`src/common/control_pkg.sv`:
```
package control_pkg;

  // Instruction field codes
  localparam logic [5:0] OPCODE_R     = 6'h00;
  localparam logic [5:0] OPCODE_J     = 6'h02;
  localparam logic [5:0] OPCODE_JAL   = 6'h03;
  localparam logic [5:0] OPCODE_BEQ   = 6'h04;
  localparam logic [5:0] OPCODE_BNE   = 6'h05;
  localparam logic [5:0] OPCODE_BLE   = 6'h06;
  localparam logic [5:0] OPCODE_BGT   = 6'h07;
  localparam logic [5:0] OPCODE_ADDI  = 6'h08;
  localparam logic [5:0] OPCODE_ADDIU = 6'h09;
  localparam logic [5:0] OPCODE_SLTI  = 6'h0a;
  localparam logic [5:0] OPCODE_LUI   = 6'h0f;
  localparam logic [5:0] OPCODE_LB    = 6'h20;
  localparam logic [5:0] OPCODE_LH    = 6'h21;
  localparam logic [5:0] OPCODE_LW    = 6'h23;
  localparam logic [5:0] OPCODE_SB    = 6'h28;
  localparam logic [5:0] OPCODE_SH    = 6'h29;
  localparam logic [5:0] OPCODE_SW    = 6'h2b;

  localparam logic [5:0] FUNCT_SLL  = 6'h00;
  localparam logic [5:0] FUNCT_SRL  = 6'h02;
  localparam logic [5:0] FUNCT_SRA  = 6'h03;
  localparam logic [5:0] FUNCT_SLLV = 6'h04;
  localparam logic [5:0] FUNCT_SRAV = 6'h07;
  localparam logic [5:0] FUNCT_JR   = 6'h08;
  localparam logic [5:0] FUNCT_MFHI = 6'h10;
  localparam logic [5:0] FUNCT_MFLO = 6'h12;
  localparam logic [5:0] FUNCT_MULT = 6'h18;
  localparam logic [5:0] FUNCT_DIV  = 6'h1a;
  localparam logic [5:0] FUNCT_ADD  = 6'h20;
  localparam logic [5:0] FUNCT_SUB  = 6'h22;
  localparam logic [5:0] FUNCT_AND  = 6'h24;
  localparam logic [5:0] FUNCT_SLT  = 6'h2a;

  typedef enum logic [4:0] {
    OP_ADD, OP_SUB, OP_AND, OP_SLT,
    OP_SLL, OP_SRL, OP_SRA, OP_SLLV, OP_SRAV,
    OP_MULT, OP_DIV, OP_MFHI, OP_MFLO,
    OP_JR, OP_J, OP_JAL,
    OP_ADDI, OP_ADDIU, OP_SLTI, OP_LUI,
    OP_BEQ, OP_BNE, OP_BLE, OP_BGT,
    OP_LB, OP_LH, OP_LW,
    OP_SB, OP_SH, OP_SW,
    OP_ILLEGAL
  } op_kind_t;

  typedef struct packed {
    op_kind_t kind;
    logic     traps_overflow;
  } decoded_instr_t;

  typedef enum logic [5:0] {
    FETCH        = 6'h01,
    FETCH_WAIT   = 6'h02,
    DECODE       = 6'h03,
    // Execute, one per instruction
    ADD   = 6'h04, SUB   = 6'h05, AND   = 6'h06, SLT  = 6'h07,
    SLL   = 6'h08, SRL   = 6'h09, SRA   = 6'h0a, SLLV = 6'h0b, SRAV = 6'h0c,
    MULT  = 6'h0d, DIV   = 6'h0e, MFHI  = 6'h0f, MFLO = 6'h10,
    JR    = 6'h11, J     = 6'h12, JAL   = 6'h13,
    ADDI  = 6'h14, ADDIU = 6'h15, SLTI  = 6'h16, LUI  = 6'h17,
    BEQ   = 6'h18, BNE   = 6'h19, BLE   = 6'h1a, BGT  = 6'h1b,
    LB    = 6'h1c, LH    = 6'h1d, LW    = 6'h1e,
    SB    = 6'h1f, SH    = 6'h20, SW    = 6'h21,
    // Completion
    ALU_WB       = 6'h22,
    SLT_WB       = 6'h23,
    SHIFT_WB     = 6'h24,
    IMM_WB       = 6'h25,
    SLTI_WB      = 6'h26,
    LOAD_WAIT    = 6'h27,
    LOAD_WB      = 6'h28,
    STORE_WAIT   = 6'h29,
    MULT_WAIT    = 6'h2a,
    MULT_RELEASE = 6'h2b,
    MULT_END     = 6'h2c,
    DIV_WAIT     = 6'h2d,
    DIV_RELEASE  = 6'h2e,
    DIV_END      = 6'h2f,
    EXCEPTION    = 6'h30,
    EXC_OVERFLOW = 6'h31,
    EXC_DIV_ZERO = 6'h32,
    EXC_ILLEGAL  = 6'h33,
    EXC_WAIT     = 6'h34,
    EXC_END      = 6'h35
  } control_state_t;

  typedef enum logic [1:0] {
    NONE,
    OVERFLOW,
    DIV_ZERO,
    ILLEGAL
  } exc_cause_t;

  localparam logic [2:0] ALU_OP_ADD = 3'd1;
  localparam logic [2:0] ALU_OP_SUB = 3'd2;
  localparam logic [2:0] ALU_OP_AND = 3'd3;
  localparam logic [2:0] ALU_OP_SLT = 3'd7;

  localparam logic [2:0] SHIFT_OP_LEFT          = 3'd2;
  localparam logic [2:0] SHIFT_OP_RIGHT_LOGICAL = 3'd3;
  localparam logic [2:0] SHIFT_OP_RIGHT_ARITH   = 3'd4;

  // Exception vector comes back through memory
  localparam logic [2:0] PC_SRC_EXC_VECTOR = 3'd0;
  localparam logic [2:0] PC_SRC_ALU        = 3'd1;
  localparam logic [2:0] PC_SRC_ALU_OUT    = 3'd3;
  localparam logic [2:0] PC_SRC_REG_A      = 3'd4;
  localparam logic [2:0] PC_SRC_JUMP       = 3'd5;

  localparam logic [2:0] IORD_PC       = 3'd0;
  localparam logic [2:0] IORD_OVERFLOW = 3'd2;
  localparam logic [2:0] IORD_DIV_ZERO = 3'd3;
  localparam logic [2:0] IORD_ILLEGAL  = 3'd4;
  localparam logic [2:0] IORD_ALU_OUT  = 3'd5;

  localparam logic [2:0] REG_DST_RT = 3'd0;
  localparam logic [2:0] REG_DST_RD = 3'd1;
  localparam logic [2:0] REG_DST_RA = 3'd2;

  localparam logic [3:0] MEM_TO_REG_ALU_OUT = 4'd0;
  localparam logic [3:0] MEM_TO_REG_MEM     = 4'd1;
  localparam logic [3:0] MEM_TO_REG_PC      = 4'd2;
  localparam logic [3:0] MEM_TO_REG_SLT     = 4'd3;
  localparam logic [3:0] MEM_TO_REG_HI      = 4'd4;
  localparam logic [3:0] MEM_TO_REG_LO      = 4'd5;
  localparam logic [3:0] MEM_TO_REG_SHIFT   = 4'd10;

  localparam logic [1:0] BRANCH_LE = 2'd0;
  localparam logic [1:0] BRANCH_GT = 2'd1;
  localparam logic [1:0] BRANCH_EQ = 2'd2;
  localparam logic [1:0] BRANCH_NE = 2'd3;

  localparam logic [1:0] SIZE_BYTE = 2'd0;
  localparam logic [1:0] SIZE_HALF = 2'd1;
  localparam logic [1:0] SIZE_WORD = 2'd2;

  typedef struct packed {
    logic [1:0] alu_srca;
    logic [1:0] alu_srcb;
    logic [2:0] alu_op;
  } alu_ctrl_t;

  typedef struct packed {
    logic [1:0] shift_srca;
    logic [1:0] shift_srcb;
    logic [2:0] shift;
  } shift_ctrl_t;

  typedef struct packed {
    logic [2:0] iord;
    logic       write_mem;
    logic [1:0] load_type;
    logic [1:0] store_type;
  } mem_ctrl_t;

  typedef struct packed {
    logic       reg_write;
    logic [2:0] reg_dst;
    logic [3:0] mem_to_reg;
    logic       hi_ctrl;
    logic       lo_ctrl;
  } wb_ctrl_t;

  typedef struct packed {
    logic       ir_write;
    logic       pc_write;
    logic       pc_write_cond;
    logic       epc_write;
    logic [2:0] pc_src;
    logic [1:0] branch_type;
  } pc_ctrl_t;

  typedef struct packed {
    alu_ctrl_t   alu;
    shift_ctrl_t shifter;
    mem_ctrl_t   mem;
    wb_ctrl_t    wb;
    pc_ctrl_t    pc;
  } ctrl_word_t;

endpackage

```
`src/decode/instr_decode.sv`:
```
`timescale 1ns/1ns

module instr_decode (
  input  logic [5:0]                  opcode,
  input  logic [5:0]                  funct,
  output control_pkg::decoded_instr_t decoded
);
  import control_pkg::*;

  op_kind_t kind;

  always_comb begin
    kind = OP_ILLEGAL;
    case (opcode)
      OPCODE_R: begin
        // R type, funct picks the operation
        case (funct)
          FUNCT_ADD:  kind = OP_ADD;
          FUNCT_SUB:  kind = OP_SUB;
          FUNCT_AND:  kind = OP_AND;
          FUNCT_SLT:  kind = OP_SLT;
          FUNCT_SLL:  kind = OP_SLL;
          FUNCT_SRL:  kind = OP_SRL;
          FUNCT_SRA:  kind = OP_SRA;
          FUNCT_SLLV: kind = OP_SLLV;
          FUNCT_SRAV: kind = OP_SRAV;
          FUNCT_MULT: kind = OP_MULT;
          FUNCT_DIV:  kind = OP_DIV;
          FUNCT_MFHI: kind = OP_MFHI;
          FUNCT_MFLO: kind = OP_MFLO;
          FUNCT_JR:   kind = OP_JR;
          default:    kind = OP_ILLEGAL;
        endcase
      end
      OPCODE_ADDI:  kind = OP_ADDI;
      OPCODE_ADDIU: kind = OP_ADDIU;
      OPCODE_SLTI:  kind = OP_SLTI;
      OPCODE_LUI:   kind = OP_LUI;
      OPCODE_BEQ:   kind = OP_BEQ;
      OPCODE_BNE:   kind = OP_BNE;
      OPCODE_BLE:   kind = OP_BLE;
      OPCODE_BGT:   kind = OP_BGT;
      OPCODE_LB:    kind = OP_LB;
      OPCODE_LH:    kind = OP_LH;
      OPCODE_LW:    kind = OP_LW;
      OPCODE_SB:    kind = OP_SB;
      OPCODE_SH:    kind = OP_SH;
      OPCODE_SW:    kind = OP_SW;
      OPCODE_J:     kind = OP_J;
      OPCODE_JAL:   kind = OP_JAL;
      default:      kind = OP_ILLEGAL;
    endcase
  end

  assign decoded.kind = kind;
  // Signed arithmetic only, addiu never traps
  assign decoded.traps_overflow = (kind == OP_ADD) || (kind == OP_SUB) || (kind == OP_ADDI);

endmodule

```
`src/execute/control_sequencer.sv`:
```
`timescale 1ns/1ns

module control_sequencer (
  input  logic                        clock,
  input  logic                        reset,
  input  control_pkg::decoded_instr_t decoded,
  input  logic                        overflow,
  input  logic                        div_zero,
  input  logic                        mult_ack,
  input  logic                        div_ack,
  output logic                        mult_req,
  output logic                        div_req,
  output control_pkg::control_state_t state,
  output control_pkg::control_state_t next_state
);
  import control_pkg::*;

  decoded_instr_t instr_q;
  exc_cause_t     cause_q;
  control_state_t first_state;
  logic           trap;

  // Execute state entered from decode
  always_comb begin
    case (decoded.kind)
      OP_ADD:   first_state = ADD;
      OP_SUB:   first_state = SUB;
      OP_AND:   first_state = AND;
      OP_SLT:   first_state = SLT;
      OP_SLL:   first_state = SLL;
      OP_SRL:   first_state = SRL;
      OP_SRA:   first_state = SRA;
      OP_SLLV:  first_state = SLLV;
      OP_SRAV:  first_state = SRAV;
      OP_MULT:  first_state = MULT;
      OP_DIV:   first_state = DIV;
      OP_MFHI:  first_state = MFHI;
      OP_MFLO:  first_state = MFLO;
      OP_JR:    first_state = JR;
      OP_J:     first_state = J;
      OP_JAL:   first_state = JAL;
      OP_ADDI:  first_state = ADDI;
      OP_ADDIU: first_state = ADDIU;
      OP_SLTI:  first_state = SLTI;
      OP_LUI:   first_state = LUI;
      OP_BEQ:   first_state = BEQ;
      OP_BNE:   first_state = BNE;
      OP_BLE:   first_state = BLE;
      OP_BGT:   first_state = BGT;
      OP_LB:    first_state = LB;
      OP_LH:    first_state = LH;
      OP_LW:    first_state = LW;
      OP_SB:    first_state = SB;
      OP_SH:    first_state = SH;
      OP_SW:    first_state = SW;
      default:  first_state = EXCEPTION;
    endcase
  end

  // Overflow only counts in the execute cycle of a trapping op
  assign trap = instr_q.traps_overflow && overflow;

  always_comb begin
    next_state = state;
    case (state)
      FETCH:                    next_state = FETCH_WAIT;
      FETCH_WAIT:               next_state = DECODE;
      DECODE:                   next_state = first_state;
      ADD, SUB:                 next_state = trap ? EXCEPTION : ALU_WB;
      AND:                      next_state = ALU_WB;
      SLT:                      next_state = SLT_WB;
      SLL, SRL, SRA, SLLV, SRAV: next_state = SHIFT_WB;
      ADDI:                     next_state = trap ? EXCEPTION : IMM_WB;
      ADDIU, LUI:               next_state = IMM_WB;
      SLTI:                     next_state = SLTI_WB;
      LB, LH, LW:               next_state = LOAD_WAIT;
      LOAD_WAIT:                next_state = LOAD_WB;
      SB, SH, SW:               next_state = STORE_WAIT;
      MULT:                     next_state = MULT_WAIT;
      MULT_WAIT:                if (mult_ack) next_state = MULT_RELEASE;
      MULT_RELEASE:             if (!mult_ack) next_state = MULT_END;
      DIV:                      next_state = DIV_WAIT;
      DIV_WAIT:                 if (div_ack) next_state = DIV_RELEASE;
      DIV_RELEASE: begin
        // Finish the handshake before taking the trap
        if (!div_ack) begin
          next_state = (cause_q == DIV_ZERO) ? EXCEPTION : DIV_END;
        end
      end
      EXCEPTION: begin
        case (cause_q)
          OVERFLOW: next_state = EXC_OVERFLOW;
          DIV_ZERO: next_state = EXC_DIV_ZERO;
          default:  next_state = EXC_ILLEGAL;
        endcase
      end
      EXC_OVERFLOW, EXC_DIV_ZERO, EXC_ILLEGAL: next_state = EXC_WAIT;
      EXC_WAIT:                 next_state = EXC_END;
      // Write-backs, branches, jumps and the END states all return to fetch
      default:                  next_state = FETCH;
    endcase
  end

  always_ff @(posedge clock) begin
    if (reset) begin
      state <= FETCH;
      cause_q <= NONE;
    end else begin
      state <= next_state;
      case (state)
        FETCH:         cause_q <= NONE;
        DECODE:        if (decoded.kind == OP_ILLEGAL) cause_q <= ILLEGAL;
        ADD, SUB, ADDI: if (trap) cause_q <= OVERFLOW;
        DIV_WAIT:      if (div_ack && div_zero) cause_q <= DIV_ZERO;
        default:       cause_q <= cause_q;
      endcase
    end
  end

  always_ff @(posedge clock) begin
    if (state == DECODE) begin
      instr_q <= decoded;
    end
  end

  assign mult_req = (state == MULT) || (state == MULT_WAIT);
  assign div_req = (state == DIV) || (state == DIV_WAIT);

endmodule

```
`src/result/control_word_gen.sv`:
```
`timescale 1ns/1ns

module control_word_gen (
  input  logic                        clock,
  input  logic                        reset,
  input  control_pkg::control_state_t next_state,
  output control_pkg::ctrl_word_t     ctrl
);
  import control_pkg::*;

  ctrl_word_t word;

  // Patterns list fields in struct order
  // alu and shifter: srca, srcb, op
  // mem: iord, write_mem, load_type, store_type
  // wb: reg_write, reg_dst, mem_to_reg, hi, lo
  // pc: ir_write, pc_write, pc_write_cond, epc_write, pc_src, branch_type
  always_comb begin
    word = '0;
    case (next_state)
      FETCH: begin
        word.alu = '{2'd0, 2'd1, ALU_OP_ADD};
        word.mem.iord = IORD_PC;
        word.pc = '{1'b1, 1'b1, 1'b0, 1'b0, PC_SRC_ALU, 2'd0};
      end
      // Branch target computed early
      DECODE: word.alu = '{2'd0, 2'd3, ALU_OP_ADD};

      ADD:          word.alu = '{2'd1, 2'd0, ALU_OP_ADD};
      SUB:          word.alu = '{2'd1, 2'd0, ALU_OP_SUB};
      AND:          word.alu = '{2'd1, 2'd0, ALU_OP_AND};
      SLT:          word.alu = '{2'd1, 2'd0, ALU_OP_SLT};
      ADDI, ADDIU:  word.alu = '{2'd1, 2'd2, ALU_OP_ADD};
      SLTI:         word.alu = '{2'd1, 2'd2, ALU_OP_SLT};

      SLL:  word.shifter = '{2'd1, 2'd0, SHIFT_OP_LEFT};
      SRL:  word.shifter = '{2'd1, 2'd0, SHIFT_OP_RIGHT_LOGICAL};
      SRA:  word.shifter = '{2'd1, 2'd0, SHIFT_OP_RIGHT_ARITH};
      SLLV: word.shifter = '{2'd0, 2'd1, SHIFT_OP_LEFT};
      SRAV: word.shifter = '{2'd0, 2'd1, SHIFT_OP_RIGHT_ARITH};
      LUI:  word.shifter = '{2'd2, 2'd2, SHIFT_OP_LEFT};

      ALU_WB:   word.wb = '{1'b1, REG_DST_RD, MEM_TO_REG_ALU_OUT, 1'b0, 1'b0};
      SLT_WB:   word.wb = '{1'b1, REG_DST_RD, MEM_TO_REG_SLT, 1'b0, 1'b0};
      SHIFT_WB: word.wb = '{1'b1, REG_DST_RD, MEM_TO_REG_SHIFT, 1'b0, 1'b0};
      IMM_WB:   word.wb = '{1'b1, REG_DST_RT, MEM_TO_REG_ALU_OUT, 1'b0, 1'b0};
      SLTI_WB:  word.wb = '{1'b1, REG_DST_RT, MEM_TO_REG_SLT, 1'b0, 1'b0};
      LOAD_WB:  word.wb = '{1'b1, REG_DST_RT, MEM_TO_REG_MEM, 1'b0, 1'b0};
      MFHI:     word.wb = '{1'b1, REG_DST_RD, MEM_TO_REG_HI, 1'b0, 1'b0};
      MFLO:     word.wb = '{1'b1, REG_DST_RD, MEM_TO_REG_LO, 1'b0, 1'b0};
      MULT_END, DIV_END: begin
        word.wb.hi_ctrl = 1'b1;
        word.wb.lo_ctrl = 1'b1;
      end

      LB: word.mem = '{IORD_ALU_OUT, 1'b0, SIZE_BYTE, 2'd0};
      LH: word.mem = '{IORD_ALU_OUT, 1'b0, SIZE_HALF, 2'd0};
      LW: word.mem = '{IORD_ALU_OUT, 1'b0, SIZE_WORD, 2'd0};
      SB: word.mem = '{IORD_ALU_OUT, 1'b1, 2'd0, SIZE_BYTE};
      SH: word.mem = '{IORD_ALU_OUT, 1'b1, 2'd0, SIZE_HALF};
      SW: word.mem = '{IORD_ALU_OUT, 1'b1, 2'd0, SIZE_WORD};

      // Compare in the ALU, the datapath picks the outcome by branch_type
      BEQ: begin
        word.alu = '{2'd1, 2'd0, ALU_OP_SUB};
        word.pc = '{1'b0, 1'b0, 1'b1, 1'b0, PC_SRC_ALU_OUT, BRANCH_EQ};
      end
      BNE: begin
        word.alu = '{2'd1, 2'd0, ALU_OP_SUB};
        word.pc = '{1'b0, 1'b0, 1'b1, 1'b0, PC_SRC_ALU_OUT, BRANCH_NE};
      end
      BLE: begin
        word.alu = '{2'd1, 2'd0, ALU_OP_SLT};
        word.pc = '{1'b0, 1'b0, 1'b1, 1'b0, PC_SRC_ALU_OUT, BRANCH_LE};
      end
      BGT: begin
        word.alu = '{2'd1, 2'd0, ALU_OP_SLT};
        word.pc = '{1'b0, 1'b0, 1'b1, 1'b0, PC_SRC_ALU_OUT, BRANCH_GT};
      end

      JR: word.pc = '{1'b0, 1'b1, 1'b0, 1'b0, PC_SRC_REG_A, 2'd0};
      J:  word.pc = '{1'b0, 1'b1, 1'b0, 1'b0, PC_SRC_JUMP, 2'd0};
      JAL: begin
        word.wb = '{1'b1, REG_DST_RA, MEM_TO_REG_PC, 1'b0, 1'b0};
        word.pc = '{1'b0, 1'b1, 1'b0, 1'b0, PC_SRC_JUMP, 2'd0};
      end

      // EPC gets pc - 4
      EXCEPTION: begin
        word.alu = '{2'd0, 2'd1, ALU_OP_SUB};
        word.pc.epc_write = 1'b1;
      end
      EXC_OVERFLOW: word.mem.iord = IORD_OVERFLOW;
      EXC_DIV_ZERO: word.mem.iord = IORD_DIV_ZERO;
      EXC_ILLEGAL:  word.mem.iord = IORD_ILLEGAL;
      EXC_END:      word.pc = '{1'b0, 1'b1, 1'b0, 1'b0, PC_SRC_EXC_VECTOR, 2'd0};

      default: word = '0;
    endcase
  end

  always_ff @(posedge clock) begin
    if (reset) begin
      ctrl <= '0;
    end else begin
      ctrl <= word;
    end
  end

endmodule

```
`src/source/control_unit.sv`:
```
`timescale 1ns/1ns

module control_unit (
  input  logic                        clock,
  input  logic                        reset,
  input  logic [5:0]                  opcode,
  input  logic [5:0]                  funct,
  input  logic                        overflow,
  input  logic                        div_zero,
  input  logic                        mult_ack,
  input  logic                        div_ack,
  output control_pkg::ctrl_word_t     ctrl,
  output control_pkg::control_state_t state,
  output logic                        mult_req,
  output logic                        div_req
);
  import control_pkg::*;

  decoded_instr_t decoded;
  control_state_t next_state;

  instr_decode decode_i (
    .opcode  (opcode),
    .funct   (funct),
    .decoded (decoded)
  );

  control_sequencer sequencer_i (
    .clock      (clock),
    .reset      (reset),
    .decoded    (decoded),
    .overflow   (overflow),
    .div_zero   (div_zero),
    .mult_ack   (mult_ack),
    .div_ack    (div_ack),
    .mult_req   (mult_req),
    .div_req    (div_req),
    .state      (state),
    .next_state (next_state)
  );

  // Word is registered from next_state so it lines up with state
  control_word_gen word_gen_i (
    .clock      (clock),
    .reset      (reset),
    .next_state (next_state),
    .ctrl       (ctrl)
  );

endmodule

```
`config.mk`:
```
export PLATFORM = sky130hd
export DESIGN_NAME = control_unit
export DESIGN_NICKNAME = d
export VERILOG_FILES = /design/src/common/control_pkg.sv /design/src/decode/instr_decode.sv /design/src/execute/control_sequencer.sv /design/src/result/control_word_gen.sv /design/src/source/control_unit.sv
export SDC_FILE = /design/constraint.sdc
export NUM_CORES = 1
export LEC_CHECK = 0
export ABC_AREA = 0
export BUFFER_PORTS_ARGS = -buffer_cell sky130_fd_sc_hd__buf_2
export CAP_MARGIN = 15
export CORE_ASPECT_RATIO = 1.1
export CORE_MARGIN = 5
export CORE_UTILIZATION = 35
export DETAILED_ROUTE_END_ITERATION = 8
export GPL_TIMING_DRIVEN = 0
export PLACE_DENSITY = 0.62
export SKIP_CTS_REPAIR_TIMING = 1
export SLEW_MARGIN = 15
export SYNTH_ARGS = -nofsm -noshare
export SYNTH_HDL_FRONTEND = slang
export SYNTH_SLANG_ARGS = --single-unit
export TNS_END_PERCENT = 50
```
`constraint.sdc`:
```
create_clock -name clock -period 3 [get_ports clock]
set_input_delay 0 -clock clock [delete_from_list [all_inputs] [get_ports clock]]
set_output_delay 0 -clock clock [all_outputs]
set_load 0.005 [all_outputs]
```
==> Flow_metrics.wiki, run 1 <==
{| class="wikitable"
! Metric !! Value
|-
| Post-Synthesis Mean Instance Area || 8.345 um2
|-
| Global routing usage summed across all routing layers || 16.79%
|-
| Critical path class || in2reg
|-
| Root buf cell || sky130_fd_sc_hd__clkbuf_8
|-
| Period utilization || 97.92%
|-
| Number of detailed-routing iterations run before antenna repair || 4
|-
| Buffer depth of the longest clock path || 2
|-
| Worst clock skew on the final layout || 0.01660 ns
|-
| Cell with the most instances after synthesis || sky130_fd_sc_hd__dfxtp_1
|-
| Growth of design area from synthesis to finish || 20.84%
|-
| Max-capacitance violation count || 0
|-
| Post-route DRC violation count || 0
|-
| Total area of multi-input combinational cells || 0.002347 mm2
|-
| Minimum clock period || 2.938 ns
|-
| Area taken by flip-flops and latches || 935.9 um2
|-
| Critical path endpoint category || register
|-
| Flip-flop and latch count after synthesis || 46
|-
| Arrival time at the worst endpoint || 3.16 ns
|-
| Share of post-route cells with drive strength above 1 || 32.73%
|-
| Highest Clock Rate || 340.4 MHz
|-
| Top post-synthesis cells by count || 45 x sky130_fd_sc_hd__dfxtp_1, 39 x sky130_fd_sc_hd__nor2_1, 26 x sky130_fd_sc_hd__nand2_1
|-
| Number of placed instances with taps included || 601
|-
| H-tree levels || 2
|-
| Effective utilization at floorplan || 35.62%
|-
| Number of cells in the finished layout apart from fillers || 618
|-
| Number of buffer cells added on primary ports || 62
|-
| Slew @ Worst Pin || 0.7734 ns
|-
| Vias in the first global route || 3444
|-
| Cell area power density || 856.7 mW/mm2
|-
| Clock transition at the registers of the reported paths || 0.09 ns
|-
| Post-synthesis async set-or-reset flop share || 0%
|-
| Die area || 0.01207 mm2
|-
| Proportion of netlist area held by the largest area contributor || 25.82%
|-
| Slowest cell on the critical path || sky130_fd_sc_hd__a221o_1
|-
| Synthesis Warnings || 0
|-
| Final design area excluding fillers || 0.004215 mm2
|-
| Final Wtd Congestion || 0.9097
|-
| Routed via count divided by cell count || 5.767
|-
| Post-DP Area || 0.003994 mm2
|-
| Number of failing hold endpoints at the final stage || 0
|-
| Cell taking the most area after synthesis || sky130_fd_sc_hd__dfxtp_1
|-
| Number of buffer and inverter instances along the worst setup path || 5
|-
| Synth area leaders || sky130_fd_sc_hd__dfxtp_1 26%, sky130_fd_sc_hd__nor2_1 4.2%, sky130_fd_sc_hd__buf_4 3.2%
|-
| First-pass GRT wire length || 17040 um
|-
| Standard-cell rows || 38
|-
| TritonCTS Sinks || 46
|-
| Kind of path behind the tightest hold check || in2reg
|-
| Result of the run || finished clean
|-
| CTS buffer count || 5
|-
| Leakage power || 1.806 nW
|-
| Overall overflow remaining after global route || 0
|-
| Post-Route WL || 10440 um
|-
| Number of DRC markers in iteration 0 || 221
|-
| Number of antenna violations at the first check in global routing || 0
|-
| Largest net degree at the start of global routing || 15
|-
| Rel. slew slack || 47.89%
|-
| Die Height || 114.7 um
|-
| CP top delay family || compound AO/OA/AOI/OAI gates
|-
| Overall die width || 105.2 um
|-
| Wire length per cell after detailed routing || 16.89 um
|-
| Filler cell count in the final layout || 982
|-
| CP Cell Sequence || clkbuf_4 -> inv_2 -> ha_4 -> nand2b_4 -> a21o_1 -> a221o_1 -> and2_1 -> buf_6 -> inv_2 -> ha_4 -> a21o_1 -> a211oi_4 -> buf_4 -> a2111o_1 -> nor4_4 -> o21bai_4 -> a21oi_2 -> a211oi_2
|-
| Number of I/O pins || 67
|-
| Clock tree from TritonCTS || built
|-
| Cell Area, Synth || 0.003488 mm2
|-
| DRT antenna net count || 0
|-
| Crit path required time || 3.23 ns
|-
| Total number of vias || 3564
|-
| Core box area || 0.009794 mm2
|-
| Antenna Cells || 0
|-
| Final count of negative-setup-slack endpoints || 0
|-
| Synth Instances || 418
|-
| Peak ir drop on the vdd network || 0.3898 mV
|-
| Count of flip-flops with a built-in enable after synthesis || 1
|-
| Startpoint types || input pin
|-
| Fraction of the yosys area taken by sequential cells || 26.69%
|-
| Highest cell delay on the worst timing path || 0.38 ns
|-
| Final Slew Violations || 0
|-
| Largest fanout of any net on the critical path || 7
|-
| Top_reg_cell synth || sky130_fd_sc_hd__dfxtp_1
|-
| Number of nets at the end of the flow || 521
|-
| Detailed placement HPWL || 7843 um
|-
| Post-synth cell types || 94
|-
| Skew-Pair Late Insertion Delay || 0.31 ns
|}
-- per-layer routing --
metal | share of wire (%) | global-route usage (%) | up-vias
met3 | 6.4 | 3.102 | 23
met1 | 45 | 23.16 | 1673
li1 | - | - | 1713
met2 | 47 | 26.45 | 155
met5 | 0 | 0 | -
met4 | 2.1 | 5.541 | 0
-- worst paths after layout --
check | start | to | slack (ns) | depth (start not counted)
setup reg to reg | sequencer_i.state[4]$_SDFF_PP0_ | word_gen_i.ctrl[38]$_SDFF_PP0_ | 0.09 | 10
hold reg to reg | sequencer_i.cause_q[0]$_SDFFE_PP0P_ | sequencer_i.cause_q[0]$_SDFFE_PP0P_ | 0.49 | 2
hold / removal | reset | sequencer_i.state[5]$_SDFF_PP0_ | 0.02 | 2
setup / recovery | funct[0] | word_gen_i.ctrl[38]$_SDFF_PP0_ | 0.06 | 18
-- cell usage in the layout, fill, tap and decap left out, drive strengths merged, types with 4 or more instances in the layout --
| master | instances |
|---|---|
| buf | 97 |
| dfxtp | 45 |
| nor2 | 39 |
| nand2 | 28 |
| a21oi | 19 |
| o21ai | 17 |
| inv | 17 |
| nor3 | 16 |
| nand3 | 16 |
| nand2b | 15 |
| clkbuf | 13 |
| nor2b | 11 |
| and2 | 10 |
| and3 | 10 |
| a211oi | 9 |
| nor4 | 8 |
| a31oi | 7 |
| ha | 6 |
| a21o | 5 |
| nand4 | 5 |
| a32oi | 5 |
| or2 | 5 |
| mux2i | 4 |
| a2bb2oi | 4 |
| nand3b | 4 |
| and4b | 4 |
| o211ai | 4 |
| mux2 | 4 |
-- cell families after synthesis --
logic type / share of synthesized area [%]
other cells: 0.1075
flops: 26.69
xor+xnor: 0.5022
buf+inv: 8.357
fa+ha+maj: 2.439
compound gates: 28.09
simple gates: 31.17
mux: 2.654
-- final cells by class --
| type | count | share of cell area [%] |
|---|---|---|
| multi-input cells | 323 | 55.68 |
| flip-flops and latches | 46 | 22.20 |
| repair buffers | 71 | 9.023 |
| plain buffers | 33 | 5.640 |
| well taps | 120 | 3.562 |
| clock buffers | 6 | 1.959 |
| inverters | 17 | 1.633 |
| clock inverters | 2 | 0.2968 |
-- power by group --
group / switching (mW) / internal [mW] / total [mW]
Sequential: 0.0627 / 0.732 / 0.795
Clock: 0.216 / 0.185 / 0.402
Combinational: 1.47 / 0.946 / 2.41
-- metrics by stage --
step | setup TNS (ns) | total power [mW] | util, % | hold WS (ns) | setup slack (ns)
finish | 0 | 3.611 | 43.04 | 0.01571 | 0.06242
CTS | -0.7202 | 3.483 | 41.75 | 0.002528 | -0.2524
global route | -0.08610 | 3.865 | 43.04 | 0.01247 | -0.05032
detailed placement | -4.762 | 3.067 | 40.78 | 0.3318 | -0.5702
floorplan | 0 | 2.490 | - | 0.07991 | 0.001973
global placement | -3.709 | 3.065 | 40.78 | 0.3207 | -0.5171
-- flip-flops by register name, indices dropped and copies added (netlist names) --
signal and count:
word_gen_i.ctrl 37, sequencer_i.cause_q 2, sequencer_i.state 6, sequencer_i.instr_q 1
Power figures use the tool's default switching activity.
==> run 2, diff against run 1 <==
- CORE_UTILIZATION: 35 -> 51
- PLACE_DENSITY: 0.62 -> 0.82
==> Flow_metrics.wiki, run 2 (same netlist as run 1, synthesis figures left out) <==
{| class="wikitable"
! Metric !! Value
|-
| Result of the run || finished clean
|-
| Met1 track demand over resource || 32.15% (+9.0 points)
|-
| Smallest setup slack after layout || 0.08876 ns (+0.02634 ns)
|-
| Slowest cell on the critical path || sky130_fd_sc_hd__a2111o_1
|-
| Total number of vias || 3611 (+1.3%)
|-
| CTS buffer count || 5 (unchanged)
|-
| Overall overflow remaining after global route || 0 (unchanged)
|-
| Critical path endpoint category || register
|-
| Most common cell after layout, fill and taps aside || sky130_fd_sc_hd__buf_2
|-
| Period utilization || 97.04% (-0.88 points)
|-
| Commonest non-fill, non-tap cells in the layout || 67 x sky130_fd_sc_hd__buf_2, 40 x sky130_fd_sc_hd__dfxtp_1, 35 x sky130_fd_sc_hd__nor2_1
|-
| Worst hold slack across all endpoints || 0.02560 ns (+0.009885 ns)
|-
| Area taken by flip-flops and latches || 937.1 um2 (+0.13%)
|-
| Worst clock skew on the final layout || 0.004779 ns (-0.01182 ns)
|-
| Global routing's busiest layer || met2
|-
| Most frequent CP cell || sky130_fd_sc_hd__a2111o_1
|-
| Number of detailed-routing iterations run before antenna repair || 5 (+1)
|-
| Number of placed instances with taps included || 563 (-6.3%)
|-
| First-pass GRT wire length || 16480 um (-3.3%)
|-
| TritonCTS Sinks || 46 (unchanged)
|-
| Skew-Pair Late Insertion Delay || 0.29 ns (-0.02 ns)
|-
| Number of flip-flops under the largest register name || 37 (unchanged)
|-
| Overall die width || 88.86 um (-16%)
|-
| Total area of multi-input combinational cells || 0.002377 mm2 (+1.3%)
|-
| CP top delay family || compound AO/OA/AOI/OAI gates
|-
| Post-route DRC violation count || 0 (unchanged)
|-
| Buffer depth of the longest clock path || 2 (unchanged)
|-
| Arrival time at the worst endpoint || 3.13 ns (-0.03 ns)
|-
| DRT antenna net count || 0 (unchanged)
|-
| Final Slew Violations || 0 (unchanged)
|-
| Final count of negative-setup-slack endpoints || 0 (unchanged)
|-
| Number of antenna violations at the first check in global routing || 0 (unchanged)
|-
| Number of buffer cells added on primary ports || 62 (unchanged)
|-
| Detailed placement HPWL || 7438 um (-5.2%)
|-
| Number of cells in the finished layout apart from fillers || 579 (-6.3%)
|-
| Met2 routing resource usage after global routing || 37.37% (+11 points)
|-
| Global routing usage on met3 || 3.398% (+0.30 points)
|-
| Pre-CTS worst setup slack || -0.5402 ns (+0.02992 ns)
|-
| Effective utilization at floorplan || 52.59% (+17 points)
|-
| Slew @ Worst Pin || 0.7195 ns (-0.05395 ns)
|-
| Number of I/O pins || 67 (unchanged)
|-
| Root buf cell || sky130_fd_sc_hd__clkbuf_8
|-
| Final Wtd Congestion || 0.9093 (about the same)
|-
| H-tree levels || 2 (unchanged)
|-
| Global routing usage summed across all routing layers || 23.26% (+6.5 points)
|-
| Die area || 0.008596 mm2 (-29%)
|-
| Die Height || 96.74 um (-16%)
|-
| Reg-to-reg slack, setup || 0.09 ns (about the same)
|-
| Number of nets at the end of the flow || 520 (-0.19%)
|-
| Number of DRC markers in iteration 0 || 376 (+70%)
|-
| Crit path required time || 3.22 ns (about the same)
|-
| Final design area excluding fillers || 0.004188 mm2 (-0.65%)
|-
| Highest Clock Rate || 343.5 MHz (+0.91%)
|-
| Peak ir drop on the vdd network || 0.6048 mV (+55%)
|-
| Largest fanout of any net on the critical path || 10 (+3)
|-
| Share of post-route cells with drive strength above 1 || 33.80% (+1.1 points)
|-
| Clock transition at the registers of the reported paths || 0.08 ns (about the same)
|-
| Startpoint types || register
|-
| Vias in the first global route || 3400 (-1.3%)
|-
| Post-DP Area || 0.003946 mm2 (-1.2%)
|-
| CP Cell Sequence || buf_4 -> buf_6 -> o31ai_2 -> a32o_1 -> a2111o_1 -> a2111o_1 -> nor4_4 -> o21bai_4 -> a21oi_2 -> a31oi_2
|-
| Register with the highest flop count || word_gen_i.ctrl
|-
| Number of failing hold endpoints at the final stage || 0 (unchanged)
|-
| Clock tree from TritonCTS || built
|-
| Cell area power density || 867.6 mW/mm2 (+1.3%)
|-
| Routed via count divided by cell count || 6.237 (+8.1%)
|-
| Max-capacitance violation count || 0 (unchanged)
|-
| Kind of path behind the tightest hold check || in2reg
|-
| Core box area || 0.006633 mm2 (-32%)
|-
| Wire length per cell after detailed routing || 17.43 um (+3.2%)
|-
| Critical path class || reg2reg
|-
| Rel. slew slack || 51.53% (+3.6 points)
|-
| Number of buffer and inverter instances along the worst setup path || 2 (-3)
|-
| Growth of design area from synthesis to finish || 20.05%
|-
| Largest net degree at the start of global routing || 14 (-1)
|-
| Leading registers by flop count || word_gen_i.ctrl: 37 flops, sequencer_i.state: 6 flops, sequencer_i.cause_q: 2 flops
|-
| Post-Route WL || 10090 um (-3.3%)
|-
| Minimum clock period || 2.911 ns (-0.02634 ns)
|-
| Filler cell count in the final layout || 563 (-43%)
|-
| Standard-cell rows || 31 (-18%)
|-
| Leakage power || 1.803 nW (-0.19%)
|-
| Highest cell delay on the worst timing path || 0.51 ns (+0.13 ns)
|-
| Antenna Cells || 0 (unchanged)
|}
[run 2: cell types whose count changed in the layout (fill, tap and decap cells not counted), sizes merged]
cell	before	now
clkinvlp	1	0
clkbuf	13	14
buf	97	96
[run 2: area by class of cell]
type | count | share of cell area (%)
tap | 82 | 2.450
timing repair buffer | 70 | 8.903
buffer | 33 | 5.677
clock inverter | 1 | 0.1195
clock buffer | 7 | 2.062
multi-input combinational | 323 | 56.77
inverter | 17 | 1.643
sequential | 46 | 22.38
[run 2: report_power, final]
group	leakage, nW	switching, mW	internal (mW)	total [mW]
clock network	0.0482	0.201	0.186	0.387
logic	1.38	1.49	0.961	2.45
registers	0.377	0.0604	0.733	0.793
[run 2: metrics by stage]
stage / total power, mW / TNS (ns) / util [%]
after floorplan: 2.490 / 0 / -
after global placement: 3.026 / -2.660 / 59.50
after detailed placement: 3.053 / -3.641 / 59.50
after CTS: 3.453 / -0.7900 / 60.88
after global routing: 3.884 / -0.009287 / 63.14
final: 3.633 / 0 / 63.14
[run 2: worst paths after layout]
check / from / depth (start not counted) / endpoint
worst max register to register: sequencer_i.state[4]$_SDFF_PP0_ / 10 / word_gen_i.ctrl[35]$_SDFF_PP0_
worst max-delay path: sequencer_i.state[4]$_SDFF_PP0_ / 10 / word_gen_i.ctrl[35]$_SDFF_PP0_
worst min-delay path: reset / 2 / sequencer_i.state[5]$_SDFF_PP0_
worst min register to register: sequencer_i.cause_q[1]$_SDFFE_PP0P_ / 2 / sequencer_i.cause_q[1]$_SDFFE_PP0P_
[run 2: per-layer routing]
layer	vias to the layer above	share of wire [%]
met5	-	0
met4	0	1.3
met3	21	8.3
met2	181	49
met1	1699	42
li1	1710	-
==> run 3, diff against run 2 <==
- RECOVER_POWER: unset -> 50
==> Flow_metrics.wiki, run 3 (same netlist as run 1, synthesis figures left out) <==
{| class="wikitable"
! Metric !! Value
|-
| Reg2reg start || sequencer_i.state[4]$_SDFF_PP0_
|-
| First-pass GRT wire length || 16480 um (unchanged)
|-
| FF-to-FF path depth || 10 (unchanged)
|-
| Share of post-route cells with drive strength above 1 || 30.58% (-3.2 points)
|-
| Skew-Pair Late Insertion Delay || 0.29 ns (about the same)
|-
| Cell area power density || 870.0 mW/mm2 (+0.27%)
|-
| Overall overflow remaining after global route || 0 (unchanged)
|-
| H-tree levels || 2 (unchanged)
|-
| Register with the highest flop count || word_gen_i.ctrl
|-
| Critical path endpoint category || register
|-
| Kind of path behind the tightest hold check || in2reg
|-
| Worst clock skew on the final layout || 0.003581 ns (-0.001198 ns)
|-
| Final design area excluding fillers || 0.004168 mm2 (-0.48%)
|-
| Buffer depth of the longest clock path || 2 (unchanged)
|-
| Period utilization || 97.26% (+0.22 points)
|-
| Critical path class || reg2reg
|-
| Core box area || 0.006633 mm2 (unchanged)
|-
| Die Height || 96.74 um (unchanged)
|-
| First element of the critical path || sequencer_i.state[4]$_SDFF_PP0_
|-
| TritonCTS Sinks || 46 (unchanged)
|-
| Rel. slew slack || 51.57% (about the same)
|-
| Crit path required time || 3.22 ns (about the same)
|-
| Number of antenna violations at the first check in global routing || 0 (unchanged)
|-
| Growth of design area from synthesis to finish || 19.48%
|-
| Minimum clock period || 2.918 ns (+0.006469 ns)
|-
| Routed via count divided by cell count || 6.250 (+0.22%)
|-
| Leading registers by flop count || word_gen_i.ctrl: 37 flops, sequencer_i.state: 6 flops, sequencer_i.cause_q: 2 flops
|-
| Standard-cell rows || 31 (unchanged)
|-
| Highest Clock Rate || 342.7 MHz (-0.22%)
|-
| Result of the run || finished clean
|-
| Critical register-to-register path endpoint || word_gen_i.ctrl[35]$_SDFF_PP0_
|-
| Number of buffer cells added on primary ports || 62 (unchanged)
|-
| Slew @ Worst Pin || 0.7188 ns (-0.0006756 ns)
|-
| Peak ir drop on the vdd network || 0.6039 mV (-0.15%)
|-
| Number of nets at the end of the flow || 520 (unchanged)
|-
| Total number of vias || 3619 (+0.22%)
|-
| CTS buffer count || 5 (unchanged)
|-
| Overall die width || 88.86 um (unchanged)
|-
| Number of flip-flops under the largest register name || 37 (unchanged)
|-
| Max-capacitance violation count || 0 (unchanged)
|-
| Number of I/O pins || 67 (unchanged)
|-
| Post-DP Area || 0.003946 mm2 (unchanged)
|-
| Global routing usage summed across all routing layers || 23.26% (unchanged)
|-
| Commonest non-fill, non-tap cells in the layout || 51 x sky130_fd_sc_hd__buf_2, 40 x sky130_fd_sc_hd__dfxtp_1, 35 x sky130_fd_sc_hd__nor2_1
|-
| Post-route DRC violation count || 0 (unchanged)
|-
| Startpoint types || register
|-
| Final Slew Violations || 0 (unchanged)
|-
| Final Wtd Congestion || 0.9093 (unchanged)
|-
| Detailed placement HPWL || 7438 um (unchanged)
|-
| Clock tree from TritonCTS || built
|-
| Effective utilization at floorplan || 52.59% (unchanged)
|-
| Number of DRC markers in iteration 0 || 414 (+10%)
|-
| Reg-to-reg slack, setup || 0.08 ns (about the same)
|-
| Tot Pwr || 3.626 mW (-0.21%)
|-
| Largest net degree at the start of global routing || 14 (unchanged)
|-
| Clock transition at the registers of the reported paths || 0.08 ns (about the same)
|-
| Leakage power || 1.732 nW (-3.9%)
|-
| Root buf cell || sky130_fd_sc_hd__clkbuf_8
|-
| Post-Route WL || 10070 um (-0.22%)
|-
| Worst setup endpoint || word_gen_i.ctrl[35]$_SDFF_PP0_
|-
| Number of detailed-routing iterations run before antenna repair || 5 (unchanged)
|-
| Wire length per cell after detailed routing || 17.39 um (-0.22%)
|-
| Arrival time at the worst endpoint || 3.13 ns (about the same)
|-
| Antenna Cells || 0 (unchanged)
|-
| Number of failing hold endpoints at the final stage || 0 (unchanged)
|-
| Die area || 0.008596 mm2 (unchanged)
|-
| Largest fanout of any net on the critical path || 10 (unchanged)
|-
| Vias in the first global route || 3400 (unchanged)
|-
| DRT antenna net count || 0 (unchanged)
|-
| Most common cell after layout, fill and taps aside || sky130_fd_sc_hd__buf_2
|-
| Hold Path Stages || 2 (unchanged)
|-
| Final count of negative-setup-slack endpoints || 0 (unchanged)
|}
## run 3: cell types whose count changed in the layout (fill, tap and decap cells not counted)
cell	previous run	this run
sky130_fd_sc_hd__buf_2	67	51
sky130_fd_sc_hd__buf_4	23	22
sky130_fd_sc_hd__clkbuf_1	5	21
sky130_fd_sc_hd__clkbuf_4	2	3
## run 3: cell type report
cell class	count	area (um2)
inverter	17	68.82
multi-input combinational	323	2377
clock buffer	7	86.33
sequential	46	937.1
fill	567	2465
buffer	33	237.7
clock inverter	1	5.005
tap	82	102.6
timing repair buffer	70	352.8
## run 3: routing by layer
metal,GRT usage [%],wire (um),vias up
li1,-,-,1708
met1,32.15,4215,1682
met2,37.37,4837,203
met3,3.398,855,26
met4,6.047,163,0
met5,0,0,-
## run 3: worst min path at each step
stage	from	end
final	reset	sequencer_i.state[5]$_SDFF_PP0_
after global routing	reset	sequencer_i.state[5]$_SDFF_PP0_
after CTS	reset	sequencer_i.state[5]$_SDFF_PP0_
after detailed placement	reset	sequencer_i.state[5]$_SDFF_PP0_
after global placement	reset	sequencer_i.state[5]$_SDFF_PP0_
after floorplan	reset	sequencer_i.state[5]$_SDFF_PP0_
## run 3: worst max-delay path: stages, from the launching register on
cell and delay [ns]:
sky130_fd_sc_hd__dfxtp_2 0.41, sky130_fd_sc_hd__buf_4 0.21, sky130_fd_sc_hd__buf_6 0.17, sky130_fd_sc_hd__o31ai_2 0.09, sky130_fd_sc_hd__a32o_1 0.22, sky130_fd_sc_hd__a2111o_1 0.51
sky130_fd_sc_hd__a2111o_1 0.46, sky130_fd_sc_hd__nor4_4 0.32, sky130_fd_sc_hd__o21bai_4 0.18, sky130_fd_sc_hd__a21oi_2 0.09, sky130_fd_sc_hd__a31oi_2 0.18
## run 3: power by group
| group | switching (mW) | total (mW) | internal (mW) |
|---|---|---|---|
| logic | 1.49 | 2.44 | 0.952 |
| registers | 0.0625 | 0.795 | 0.733 |
| clock network | 0.200 | 0.386 | 0.186 |
## run 3: per-stage QoR
stage | hold slack [ns] | TNS, ns | worst slack [ns] | utilization (%) | cells
after global placement | 0.3172 | -2.660 | -0.4676 | 59.50 | 563
after floorplan | 0.07991 | 0 | 0.001973 | - | 419
after detailed placement | 0.3160 | -3.641 | -0.5402 | 59.50 | 563
after global routing | 0.03951 | -0.009287 | -0.009287 | 62.84 | 579
after CTS | 0.001230 | -0.7900 | -0.2528 | 60.88 | 571
final | 0.02084 | 0 | 0.08230 | 62.84 | 579
